==> src/source/fetch_cfg.svh <==
/*
 * fetch front end sizing
 * word-addressed pc width, memory depth and trap vector reset value
 */
`ifndef FETCH_CFG_SVH
`define FETCH_CFG_SVH

// pc and host address width in words
`define FETCH_ADR_W 30
// instruction memory, indexed by low pc bits
`define FETCH_MEM_DEPTH 256
`define FETCH_MEM_AW 8
// mtvec after reset, word address
`define FETCH_MTVEC_RST 30'h0000_0040

`endif

==> src/source/rv_isa_pkg.sv <==
/*
 * RV32I instruction formats
 * one word seen as J-type or as SYSTEM, plus the opcodes the front end decodes
 */
`default_nettype none

package rv_isa_pkg;

	// jal immediate fields in encoding order
	typedef struct packed {
		logic       imm_20;
		logic [9:0] imm_10_1;
		logic       imm_11;
		logic [7:0] imm_19_12;
		logic [4:0] rd;
		logic [6:0] opcode;
	} rv_jtype_s;

	// ecall, mret, sret all live under SYSTEM
	typedef struct packed {
		logic [11:0] funct12;
		logic [4:0]  rs1;
		logic [2:0]  funct3;
		logic [4:0]  rd;
		logic [6:0]  opcode;
	} rv_system_s;

	typedef union packed {
		rv_jtype_s  j;
		rv_system_s sys;
	} rv_instr_u;

	localparam logic [6:0] OPC_JAL = 7'b1101111;
	localparam logic [6:0] OPC_SYSTEM = 7'b1110011;

	// funct12 of the privileged system ops
	localparam logic [11:0] F12_ECALL = 12'h000;
	localparam logic [11:0] F12_MRET = 12'h302;
	localparam logic [11:0] F12_SRET = 12'h102;

endpackage

`default_nettype wire

==> src/source/fetch_pkg.sv <==
/*
 * fetch machinery types
 * sequencer states and memory port owner
 */
`default_nettype none

package fetch_pkg;

	// idle until start, then request / execute loop
	typedef enum logic [1:0] {
		FS_IDLE,
		FS_REQ,
		FS_EXE
	} fetch_state_e;

	// who drives the single memory port
	typedef enum logic {
		OWN_HOST,
		OWN_FETCH
	} arb_owner_e;

endpackage

`default_nettype wire

==> src/source/fetch_ctrl.sv <==
/*
 * fetch sequencer
 * requests the word at pc, captures it, and pulses cpu_stat_pc once per word
 */
`default_nettype none

module fetch_ctrl (
	input  wire               clk,
	input  wire               rst_n,
	input  wire               cpu_start,
	input  wire               fetch_gnt,
	input  wire [31:0]        mem_rdata,
	output logic              fetch_req,
	output rv_isa_pkg::rv_instr_u instr,
	output logic              cpu_stat_pc
);

	import fetch_pkg::*;

	fetch_state_e state;

	// level request, dropped on the granting edge
	assign fetch_req = (state == FS_REQ);

	always_ff @(posedge clk or negedge rst_n) begin
		if (!rst_n) begin
			state <= FS_IDLE;
			cpu_stat_pc <= 1'b0;
		end else begin
			case (state)
				// start pulse carries no instruction, only loads pc
				FS_IDLE: if (cpu_start) begin
					state <= FS_EXE;
					cpu_stat_pc <= 1'b1;
				end
				FS_REQ: if (fetch_gnt)
					state <= FS_EXE;
				// first cycle data valid, second cycle is the pulse
				FS_EXE: if (cpu_stat_pc) begin
					state <= FS_REQ;
					cpu_stat_pc <= 1'b0;
				end else begin
					cpu_stat_pc <= 1'b1;
				end
				default: state <= FS_IDLE;
			endcase
		end
	end

	// instruction word, no-op on the start pulse
	always_ff @(posedge clk) begin
		if (state == FS_IDLE && cpu_start)
			instr <= '0;
		else if (state == FS_EXE && !cpu_stat_pc)
			instr <= mem_rdata;
	end

endmodule

`default_nettype wire

==> config.mk <==
export PLATFORM = sky130hd
export DESIGN_NAME = fetch_ctrl
export DESIGN_NICKNAME = d
export VERILOG_FILES = /design/src/source/fetch_cfg.svh /design/src/source/rv_isa_pkg.sv /design/src/source/fetch_pkg.sv /design/src/source/fetch_ctrl.sv
export SDC_FILE = /design/constraint.sdc
export NUM_CORES = 1
export LEC_CHECK = 0
export ABC_AREA = 1
export BUFFER_PORTS_ARGS = -buffer_cell sky130_fd_sc_hd__buf_2
export CAP_MARGIN = 15
export CORE_MARGIN = 4
export CORE_UTILIZATION = 30
export CTS_BUF_LIST = sky130_fd_sc_hd__clkbuf_16
export DETAILED_ROUTE_END_ITERATION = 12
export SYNTH_ARGS = -nofsm -noshare
export SYNTH_HDL_FRONTEND = slang
export SYNTH_SLANG_ARGS = --single-unit
export TNS_END_PERCENT = 10
==> constraint.sdc <==
create_clock -name clk -period 1.15 [get_ports clk]
set_input_delay 0.23 -clock clk [delete_from_list [all_inputs] [get_ports clk]]
set_output_delay 0.23 -clock clk [all_outputs]
set_load 0.01 [all_outputs]
-- Word level (Yosys, flattened, before mapping)
Cells that the tools add are included.
- reduce and logical (&&, ||, !) cells: 7
- equality and inequality tests: 5
- muxes and demuxes: 7
- operators by type and width (operator ; count):
    2-bit two-way mux ; 3
    2-bit inequality test, second input constant ; 3
    2-bit case mux with 3 select lines ; 1
    3-bit AND reduction ; 1
    2-bit by 1-bit equality test with 1-bit output, second input constant ; 1
    2-bit equality test, second input constant ; 1
    1-bit logical AND ; 2
    2-bit logical NOT ; 1
    1-bit two-way mux ; 2
    1-bit case mux with 2 select lines ; 1
    2-bit AND reduction ; 1
    2-bit nonzero test ; 1
    1-bit logical NOT ; 1
- register bits after elaboration: 35
- word-level logic and storage cells: 22
- input bits: 36
- output and inout bits: 34

-- Logic depth before layout (Yosys ltp)
Gate-level depths: netlist (run 1).
- depth after elaboration: 3
- depth in mapped cells: 7
- gate-level depth less buffers: 5

-- Least setup slack after synthesis (run 1)
OpenSTA, ideal clock, no wires.
- kind: register -> register
- start: register cpu_stat_pc
- end: register instr[12] (netlist name)
- path slack: 0.038 ns
- setup time: 0.113 ns
- arrival: 0.999 ns
- cell stages (with the launch flop): 7
- required time: 1.037 ns
- buffers on the path: 2
- period minus slack after synthesis: 1.112 ns
- cells stage by stage: dfrtp_1 -> inv_1 -> nand3_2 -> buf_6 -> buf_2 -> nor2_1 -> nor2_1
- cells in the longest elaborated chain, start to end: 2
- RTL lines (item ; line ; text):
    from (decl) ; fetch_ctrl.sv:15 ; output logic cpu_stat_pc
    from (signal assigned) ; fetch_ctrl.sv:28 ; cpu_stat_pc <= 1'b0;
    from (signal assigned) ; fetch_ctrl.sv:34 ; cpu_stat_pc <= 1'b1;
    from (signal assigned) ; fetch_ctrl.sv:41 ; cpu_stat_pc <= 1'b0;
    1-bit logical NOT ; fetch_ctrl.sv:54 ; else if (state == FS_EXE && !cpu_stat_pc)
    1-bit logical AND ; fetch_ctrl.sv:54 ;
    to (signal assigned) ; fetch_ctrl.sv:55 ; instr <= mem_rdata;
    to (decl) ; fetch_ctrl.sv:14 ; output rv_isa_pkg::rv_instr_u instr,
Every way passes these cells.
A chain may end at the register's enable or synchronous reset.

-- Worst setup path in the final report (run 1)
- start: register state[0]
- end: output port fetch_req
- cells in the longest elaborated chain, start to end: 1
- RTL lines (item ; line ; text):
    from (decl) ; fetch_ctrl.sv:20 ; fetch_state_e state;
    from (signal assigned) ; fetch_ctrl.sv:27 ; state <= FS_IDLE;
    from (signal assigned) ; fetch_ctrl.sv:33 ; state <= FS_EXE;
    from (signal assigned) ; fetch_ctrl.sv:37 ; state <= FS_EXE;
    2-bit by 1-bit equality test with 1-bit output ; fetch_ctrl.sv:23 ; assign fetch_req = (state == FS_REQ);
    to (decl) ; fetch_ctrl.sv:13 ; output logic fetch_req,
Every way passes these cells.

==> key figures, run 1 <==
Floorplanning
  – Die Wd: between 70 and 80 um
  – Initial Util: 30.9%
  – DIE AREA: around 6000 um2
  – IO Pins: 70
  – Core Region: 4690 um2
  – Chip Height: between 70 and 80 um
  – FP Rows: 25

Place
  – RePlAce Congestion: 0.688
  – Post-Place Setup Slack: roughly 72 ps
  – Detailed-placement wirelength estimate: ~2300 um
  – Cells after DPL: 336
  – Port bufs: 69

Setup path
  – Crit start category: register
  – Endpoint type of the worst setup path: output pin
  – Critical path peak fanout: 4
  – WP data arrival: 950 ps
  – CP Class: reg2out
  – R2r worst-path depth: 5
  – Critical path required time: roughly 920 ps

Power
  – Leakage: 1.32 nW
  – Clock share of power: 22.2%
  – Reg power frac: 32.0%
  – Pwr Density: 2910 nW/um2
  – Cell internal pwr: 3.96 mW
  – Peak supply drop: about 0.0011 V
  – Net Sw Frac: 36.8%
  – Combinational Power Share: 45.8%
  – P_sw: 2.30 mW

Routing
  – Vias per cell: 4.02
  – DRC Markers: 0
  – Drt total wl: 3460 um
  – Vias: around 1400
  – Router iterations before antenna repair: 4
  – 1st-iter DRT viols: 58
  – Post-DR wirelength/cell: 9.86 um
  – Routed Antenna Nets: 0

Yosys
  – Syn_nets: 255
  – Register area share after synthesis: between 40% and 50%
  – Yosys cell types: 14
  – Cells after Synth: 219
  – Number of synthesized flops with an enable pin: 0
  – Seq cells post-synth: 35
  – Ranking of synthesized cells by area: dfxtp_1 (44%), nand2_1 (17%), nor2_1 (17%), inv_1 (8.8%), dfrtp_1 (5.2%)
  – Top_reg_cell synth: dfxtp_1
  – Cell Area, Synth: ~1500 um2
  – Ys async rst share: 8.57%
  – Top-area cell type share of the netlist area: 44.2%
  – Area leader, netlist: dfxtp_1
  – Synth top cells by count: nand2_1 (66), nor2_1 (66), inv_1 (34)
  – Mean Syn Cell Area: 6.62 um2
  – Synth Warn #: 0

Finish
  – Area delta synth->final: 48.5%
  – Final nets: 332
  – Layout Cells excl Fill: 351
  – Util after Layout: 45.9%
  – N_diodes: 0
  – Fillcell total: 488
  – Share of cells above drive strength 1: between 30 and 40%
  – Multi-input logic area: 557 um2
  – FF/Latch Area: roughly 720 um2

GRT
  – Pin count of the biggest net entering global routing: 37
  – Number of global-route vias before repair: 1249
  – Initial antenna violation count: 0
  – GRT overflow: 0
  – GR Util All Layers: 10.8%
  – First-pass GRT wire length: 5290 um

Clock tree
  – Sink Count: 35
  – Clock root buffer: clkbuf_16
  – Clk_lat worst skew: 270 ps
  – Max Root-Sink Buffers: 2
  – CTS tree: yes
  – Clock-pin slew on the worst setup and hold paths: approximately 50 ps
  – Num CTS Buffers: 5
  – H-Tree Depth: 2

Run status
  – Failing checks: negative setup slack
  – Outcome: complete, but fails checks

STA
  – Period minus WS final: 1180 ps
  – Final setup viols: 1
  – Setup WS post-layout: -33.9 ps
  – Slew Limit Fails: 0
  – Worst slew margin relative to its limit: between 80 and 90%
  – Period utilization: 103%
  – Clock skew: 2.15 ps
  – FMAX: 0.845 GHz
  – Final hold violation count: 0
  – Worst Tran Pin Value: approximately 180 ps
  – RSZ-0062 raised after global routing: yes

Worst hold path
  – Hold WC Path Type: in2reg
  – Hold path depth: 3

Job
  – Max-cap viol count: 0
==> cell families (layout without fill, tap and decap cells) <==
| logic type | Yosys count | in the layout | synth area share [%] |
|---|---|---|---|
| AO/OA/AOI/OAI | 2 | 2 | 0.690 |
| buffers and inverters | 45 | 123 | 13.3 |
| flip-flops | 35 | 35 | 49.4 |
| AND/OR/NAND/NOR | 137 | 137 | 36.7 |
==> through the flow <==
step                hold slack, ps  total power, mW  instance area, um2  TNS [ps]
global placement              31.8             4.55                1880         0
detailed placement            27.0             4.60                1880         0
finish                         179             6.26                2150     -33.9
floorplan                    -65.6             3.69                1450         0
global route                   185             6.86                2150     -1280
CTS                            175             6.07                2070     -26.2
==> sequential cells by signal, indices dropped and copies added (netlist names) <==
| signal | count |
|---|---|
| state | 2 |
| instr | 32 |
| cpu_stat_pc | 1 |
==> worst max-delay path, stage by stage (launching register included) <==
cell,delay (ps)
dfrtp_1,390
inv_2,110
nor2_1,50
buf_2,130
==> power groups by stage <==
stage | sequential [mW] | clock [mW] | combinational (mW)
floorplan | 2.25 | 0 | 1.44
global placement | 2.02 | 0 | 2.52
detailed placement | 2.03 | 0 | 2.56
CTS | 2.01 | 1.44 | 2.62
global route | 2.09 | 1.49 | 3.28
finish | 2.01 | 1.39 | 2.87
==> path summary, 6_finish.rpt <==
kind                                       start                 endpoint  slack, ps
min                                mem_rdata[27]   instr[27]$_SDFFE_PP0P_        180
min reg2reg                instr[5]$_SDFFE_PP0P_    instr[5]$_SDFFE_PP0P_        510
max                         state[0]$_DFFE_PN0P_                fetch_req        -30
max in group asynchronous                  rst_n  cpu_stat_pc$_DFFE_PN0P_        770
min in group asynchronous                  rst_n     state[0]$_DFFE_PN0P_        280
max reg2reg                 state[1]$_DFFE_PN0P_    instr[8]$_SDFFE_PP0P_         30
==> routing by layer <==
layer	global-route usage (%)	vias to the layer above	share of wire [%]
met5	0	-	0
met2	16.8	43	44
met3	4.87	2	7.9
met1	13.1	589	48
met4	3.74	0	0.43
li1	-	778	-
==> layout make-up <==
type,instances,share of cell area [%]
tap,54,3.14
sequential,35,33.2
timing repair buffer,80,24.3
clock buffer,6,6.97
multi-input combinational,139,25.9
inverter,35,6.10
clock inverter,2,0.407
==> what timing repair did <==
item                                    4_1_cts  5_1_grt
buffers inserted                              2        1
hold buffers                                  1        0
pin swaps                                     0        1
endpoints found under the hold margin         3        0
resized for setup                             0        5
gates cloned                                  0        3
endpoints found under the setup margin        1       34
==> cells in the final DEF, fill, tap and decap left out <==
master / n
nor3_1: 1
clkinv_2: 1
dlygate4sd3_1: 1
buf_12: 4
o21ai_0: 2
inv_1: 32
buf_4: 2
nor2_1: 66
buf_6: 2
nand3_1: 1
inv_2: 3
dfxtp_1: 32
clkbuf_16: 8
or2_2: 1
dfrtp_1: 3
nand2_1: 66
nand3_4: 2
clkinv_1: 1
buf_2: 69
(Power assumes the default switching activity.)
==> run 2: changes to the inputs <==
--- a/config.mk
+++ b/config.mk
@@ -8,10 +8,12 @@
 export ABC_AREA = 1
 export BUFFER_PORTS_ARGS = -buffer_cell sky130_fd_sc_hd__buf_2
 export CAP_MARGIN = 15
+export CORE_ASPECT_RATIO = 1.75
 export CORE_MARGIN = 4
 export CORE_UTILIZATION = 30
 export CTS_BUF_LIST = sky130_fd_sc_hd__clkbuf_16
 export DETAILED_ROUTE_END_ITERATION = 12
+export GPL_TIMING_DRIVEN = 0
 export SYNTH_ARGS = -nofsm -noshare
 export SYNTH_HDL_FRONTEND = slang
 export SYNTH_SLANG_ARGS = --single-unit
==> run 2 against run 1 <==
Against the previous run:
- the run still ends with negative setup slack left
- total power shrank 4.6%
- non-clock buffer count grew 1
- clock skew grew 1.5 ps
- design area shrank 1.8%
- core utilization shrank 0.57 points
- via count grew 0.85%
- critical path type unchanged
- largest cell class unchanged
- highest routed layer unchanged
==> key figures, run 2 (synthesis results as in run 1) <==
STA
  – Final hold violation count: 0
  – Final setup viols: 1
  – Setup WS post-layout: -36.4 ps
  – Period minus WS final: 1190 ps
  – Clock skew: 3.66 ps
  – Setup TNS: -36.4 ps
  – Slew Limit Fails: 0
  – Final hold slack: ~170 ps
  – Period utilization: 103%
  – RSZ-0062 raised after global routing: yes
  – Worst slew margin relative to its limit: 86.4%
  – FMAX: 0.843 GHz
  – Worst Tran Pin Value: 204 ps

Setup path
  – WP data arrival: about 960 ps
  – Critical path peak fanout: 5
  – Crit start category: register
  – Endpoint type of the worst setup path: output pin
  – Buf+Inv Stages, Crit Path: 2
  – Slowest cell delay on critical path: 390 ps
  – Slowest cell on crit path: dfrtp_1
  – CP Class: reg2out
  – Critical path required time: 920 ps
  – Top cell family by delay on the critical path: flip-flops
  – Worst path cell trace: inv_2 > nor2_2 > buf_2

Routing
  – Drt total wl: roughly 3500 um
  – DRC Markers: 0
  – Post-DR wirelength/cell: 10.1 um
  – Vias per cell: ~4.1
  – 1st-iter DRT viols: 31
  – Router iterations before antenna repair: 4
  – Vias: 1424
  – Routed Antenna Nets: 0

Run status
  – Outcome: complete, but fails checks
  – Failing checks: negative setup slack

GRT
  – First-pass GRT wire length: a little under 6000 um
  – GRT overflow: 0
  – Number of global-route vias before repair: 1347
  – Initial antenna violation count: 0
  – Pin count of the biggest net entering global routing: 11
  – GR Util All Layers: 12.5%

Floorplanning
  – Core Region: 4670 um2
  – FP Rows: 33
  – IO Pins: 70
  – DIE AREA: 6050 um2
  – Chip Height: 100 um
  – Initial Util: 31.1%
  – Die Wd: roughly 60 um

Finish
  – Share of cells above drive strength 1: 38.3%
  – Fin area: 2110 um2
  – Commonest non-fill, non-tap cell in the layout: buf_2
  – Util after Layout: 45.3%
  – Area delta synth->final: 45.8%
  – Top reg by flops: instr
  – N_diodes: 0
  – Fillcell total: roughly 520
  – Top Registers: instr: 32 flops, state: 2 flops, cpu_stat_pc: 1 flops
  – Most frequent cells in the layout: buf_2 (71), nand2_1 (62), nor2_1 (46), inv_1 (35), dfxtp_1 (32)
  – Final nets: ~330
  – Max reg flops: 32
  – Layout Cells excl Fill: between 300 and 400

Worst hold path
  – Hold WC Path Type: in2reg

Clock tree
  – Clk_lat worst skew: around 270 ps
  – H-Tree Depth: 2
  – CTS tree: yes
  – Num CTS Buffers: 5
  – Sink Count: 35
  – Clock root buffer: clkbuf_16
  – Clock-pin slew on the worst setup and hold paths: 50 ps
  – Max Root-Sink Buffers: 2

Power
  – Leakage: 1.27 nW
  – Pwr Density: 2830 nW/um2
  – Design Power: 5.98 mW
  – Peak supply drop: approximately 0.0013 V

Place
  – Dpl cell area: 1860 um2
  – Port bufs: 69
  – Post-Place Setup Slack: -93.4 ps
  – Cells after DPL: 340
  – Detailed-placement wirelength estimate: 2610 um
  – RePlAce Congestion: 0.739

Job
  – Max-cap viol count: 0
==> run 2: power by group <==
part | internal (mW) | total [mW] | switching (mW) | leakage, nW
combinational | 1.13 | 2.72 | 1.59 | 0.894
clock | 0.778 | 1.24 | 0.460 | 0.0701
sequential | 1.76 | 2.02 | 0.261 | 0.302
total | 3.67 | 5.98 | 2.31 | 1.27
==> run 2: layer usage <==
layer / wire [um] / share of wire (%) / global-route usage [%]
met4: 55 / 1.6 / 5.51
met1: 1410 / 40 / 14.0
met5: 0 / 0 / 0
met3: 230 / 6.5 / 3.09
met2: 1850 / 52 / 21.8
==> run 2: repair_timing <==
item	CTS	global route
hold endpoints to repair	3	0
setup buffers	1	0
gates cloned	0	0
pin swaps	0	2
resized for setup	7	34
hold buffers	1	0
setup endpoints to repair	30	34
==> run 2: path summary, 6_finish.rpt <==
path | startpoint | end | slack [ps] | cells after the start
setup / recovery | state[0]$_DFFE_PN0P_ | fetch_req | -40 | 3
hold / removal | mem_rdata[11] | instr[11]$_SDFFE_PP0P_ | 170 | 3
setup reg to reg | state[0]$_DFFE_PN0P_ | instr[16]$_SDFFE_PP0P_ | 20 | 6
hold reg to reg | instr[17]$_SDFFE_PP0P_ | instr[17]$_SDFFE_PP0P_ | 510 | 4
max in group asynchronous | rst_n | state[1]$_DFFE_PN0P_ | 740 | 2
min in group asynchronous | rst_n | cpu_stat_pc$_DFFE_PN0P_ | 290 | 2
==> run 2: layout make-up <==
| class | count | area (um2) | area share [%] |
|---|---|---|---|
| Clock inverter | 3 | 11.3 | 0.533 |
| Sequential cell | 35 | 717 | 33.9 |
| Clock buffer | 5 | 125 | 5.92 |
| Inverter | 35 | 131 | 6.21 |
| Multi-Input combinational cell | 139 | 609 | 28.8 |
| Tap cell | 52 | 65.1 | 3.08 |
| Buffer | 10 | 88.8 | 4.20 |
| Timing Repair Buffer | 71 | 367 | 17.3 |
==> run 2: worst reg2reg max path, cell delays in order (launching register included) <==
cell	delay, ps
dfrtp_1	390
inv_2	130
nand3_4	90
buf_6	140
buf_6	140
nor2_1	90
nor2_1	50
==> run 3: changes to the inputs <==
--- a/config.mk
+++ b/config.mk
@@ -12,8 +12,10 @@
 export CORE_MARGIN = 4
 export CORE_UTILIZATION = 30
 export CTS_BUF_LIST = sky130_fd_sc_hd__clkbuf_16
+export CTS_CLUSTER_DIAMETER = 60
 export DETAILED_ROUTE_END_ITERATION = 12
 export GPL_TIMING_DRIVEN = 0
+export SETUP_SLACK_MARGIN = 0.02
 export SYNTH_ARGS = -nofsm -noshare
 export SYNTH_HDL_FRONTEND = slang
 export SYNTH_SLANG_ARGS = --single-unit
==> run 3 against run 2 <==
Against the previous run:
- the run still ends with negative setup slack left
- clock skew is essentially flat
- register-to-register slack is essentially flat
- flip-flop and latch count is the same
- first-iteration DRC count shrank 6.5%
- critical endpoint unchanged
- largest power group unchanged
- highest routed layer unchanged
==> key figures, run 3 (synthesis results as in run 1) <==
Finish
  – Most frequent cells in the layout: buf_2 (71), nand2_1 (66), nor2_1 (47), inv_1 (35), dfxtp_1 (32)
  – Top Registers: instr: 32 flops, state: 2 flops, cpu_stat_pc: 1 flops
  – Share of cells above drive strength 1: between 30% and 40%
  – Area delta synth->final: 44.4%
  – Max reg flops: 32
  – Commonest non-fill, non-tap cell in the layout: buf_2
  – Layout Cells excl Fill: between 300 and 400
  – Top reg by flops: instr
  – Fillcell total: 522
  – N_diodes: 0
  – Final nets: 333

GRT
  – M3 GR Usage: 3.09%
  – Pin count of the biggest net entering global routing: 11
  – First-pass GRT wire length: 5800 um
  – Met1 usage: around 14%
  – GR Util All Layers: 12.5%
  – GRT overflow: 0
  – Met2 usage: between 20% and 30%
  – Number of global-route vias before repair: 1347
  – Top Usage Layer GRT: met2
  – Initial antenna violation count: 0

Routing
  – Drt total wl: between 3000 and 4000 um
  – Router iterations before antenna repair: 3
  – Vias: 1423
  – Post-DR wirelength/cell: 10.1 um
  – Vias per cell: 4.07
  – DRC Markers: 0
  – Routed Antenna Nets: 0
  – 1st-iter DRT viols: 29

Run status
  – Outcome: complete, but fails checks
  – Failing checks: negative setup slack

Setup path
  – Endpoint type of the worst setup path: output pin
  – Critical path required time: 920 ps
  – Reg2reg start: state[0]$_DFFE_PN0P_
  – Critical path peak fanout: 5
  – Crit start category: register
  – CP startpoint: state[0]$_DFFE_PN0P_
  – CP Class: reg2out
  – WP data arrival: 950 ps

Clock tree
  – Sink Count: 35
  – Clock root buffer: clkbuf_16
  – CTS tree: yes
  – H-Tree Depth: 2
  – Max Root-Sink Buffers: 2
  – Num CTS Buffers: 5
  – Clock-pin slew on the worst setup and hold paths: 50 ps
  – Clk_lat worst skew: 270 ps

Floorplanning
  – Die Wd: 60.6 um
  – IO Pins: 70
  – Initial Util: 31.1%
  – DIE AREA: 6050 um2
  – Core Region: 4670 um2
  – Chip Height: 100 um
  – FP Rows: 33

Worst hold path
  – HP Start: mem_rdata[8]
  – Hold WC Path Type: in2reg

STA
  – Slew Limit Fails: 0
  – Period minus WS final: 1180 ps
  – Final setup viols: 1
  – Clock skew: roughly 3.5 ps
  – Worst Tran Pin Value: between 200 and 250 ps
  – FMAX: 0.850 GHz
  – Final hold violation count: 0
  – Period utilization: 102%
  – Setup WS post-layout: -26.1 ps
  – Worst slew margin relative to its limit: around 86%
  – RSZ-0062 raised after global routing: yes

Power
  – Pwr Density: ~2800 nW/um2
  – Peak supply drop: 0.00132 V
  – Leakage: 1.27 nW

Job
  – Max-cap viol count: 0

Place
  – Detailed-placement wirelength estimate: 2610 um
  – RePlAce Congestion: 0.739
  – Post-Place Setup Slack: -93.4 ps
  – Cells after DPL: 340
  – Port bufs: 69
[run 3: changes by cell type in the layout (fill, tap and decap cells not counted), sizes merged]
cell	change
buf	-2
clkbuf	+2
[run 3: worst paths after layout]
path / endpoint / slack (ps) / depth (start not counted)
min: instr[8]$_SDFFE_PP0P_ / 180 / 3
min in group asynchronous: cpu_stat_pc$_DFFE_PN0P_ / 290 / 2
min reg2reg: instr[17]$_SDFFE_PP0P_ / 510 / 4
max reg2reg: instr[31]$_SDFFE_PP0P_ / 20 / 6
max: fetch_req / -30 / 3
max in group asynchronous: state[1]$_DFFE_PN0P_ / 740 / 2
[run 3: power breakdown]
| group | internal, mW | switching, mW |
|---|---|---|
| logic | 1.10 | 1.55 |
| registers | 1.76 | 0.253 |
| clock network | 0.778 | 0.455 |
[run 3: worst max-delay path, stage by stage (launching register included)]
cell     delay (ps)
dfrtp_1         390
inv_2           110
nor2_2           50
buf_2           130
[run 3: metal layers]
metal	up-vias	routed length (um)
met5	-	0
met4	0	44
met3	2	228
met2	37	1860
met1	605	1400
li1	779	-
[run 3: area by class of cell]
class,instances,area (um2),area share (%)
well taps,52,65.1,3.11
repair buffers,71,367,17.5
clock buffers,5,125,5.97
inverters,35,131,6.27
plain buffers,10,88.8,4.24
flip-flops and latches,35,717,34.2
multi-input cells,139,589,28.1
clock inverters,3,11.3,0.538
[run 3: what timing repair did]
| item | in CTS | in global routing |
|---|---|---|
| hold endpoints to repair | 3 | 0 |
| gates resized for setup | 10 | 23 |
| setup buffers | 1 | 0 |
| pin swaps | 0 | 1 |
| hold buffers | 1 | 0 |
| endpoints found under the setup margin | 31 | 34 |
[run 3: stage by stage]
step | area (um2) | utilization, % | setup TNS (ps) | power, mW | hold slack, ps
global placement | 1860 | 39.9 | -1420 | 4.51 | 32.1
global route | 2090 | 44.9 | -1550 | 6.51 | 189
finish | 2090 | 44.9 | -26.1 | 5.90 | 184
CTS | 2040 | 43.8 | -35.8 | 5.93 | 174
detailed placement | 1860 | 39.9 | -1250 | 4.56 | 34.2
floorplan | 1450 | - | 0 | 3.69 | -65.6
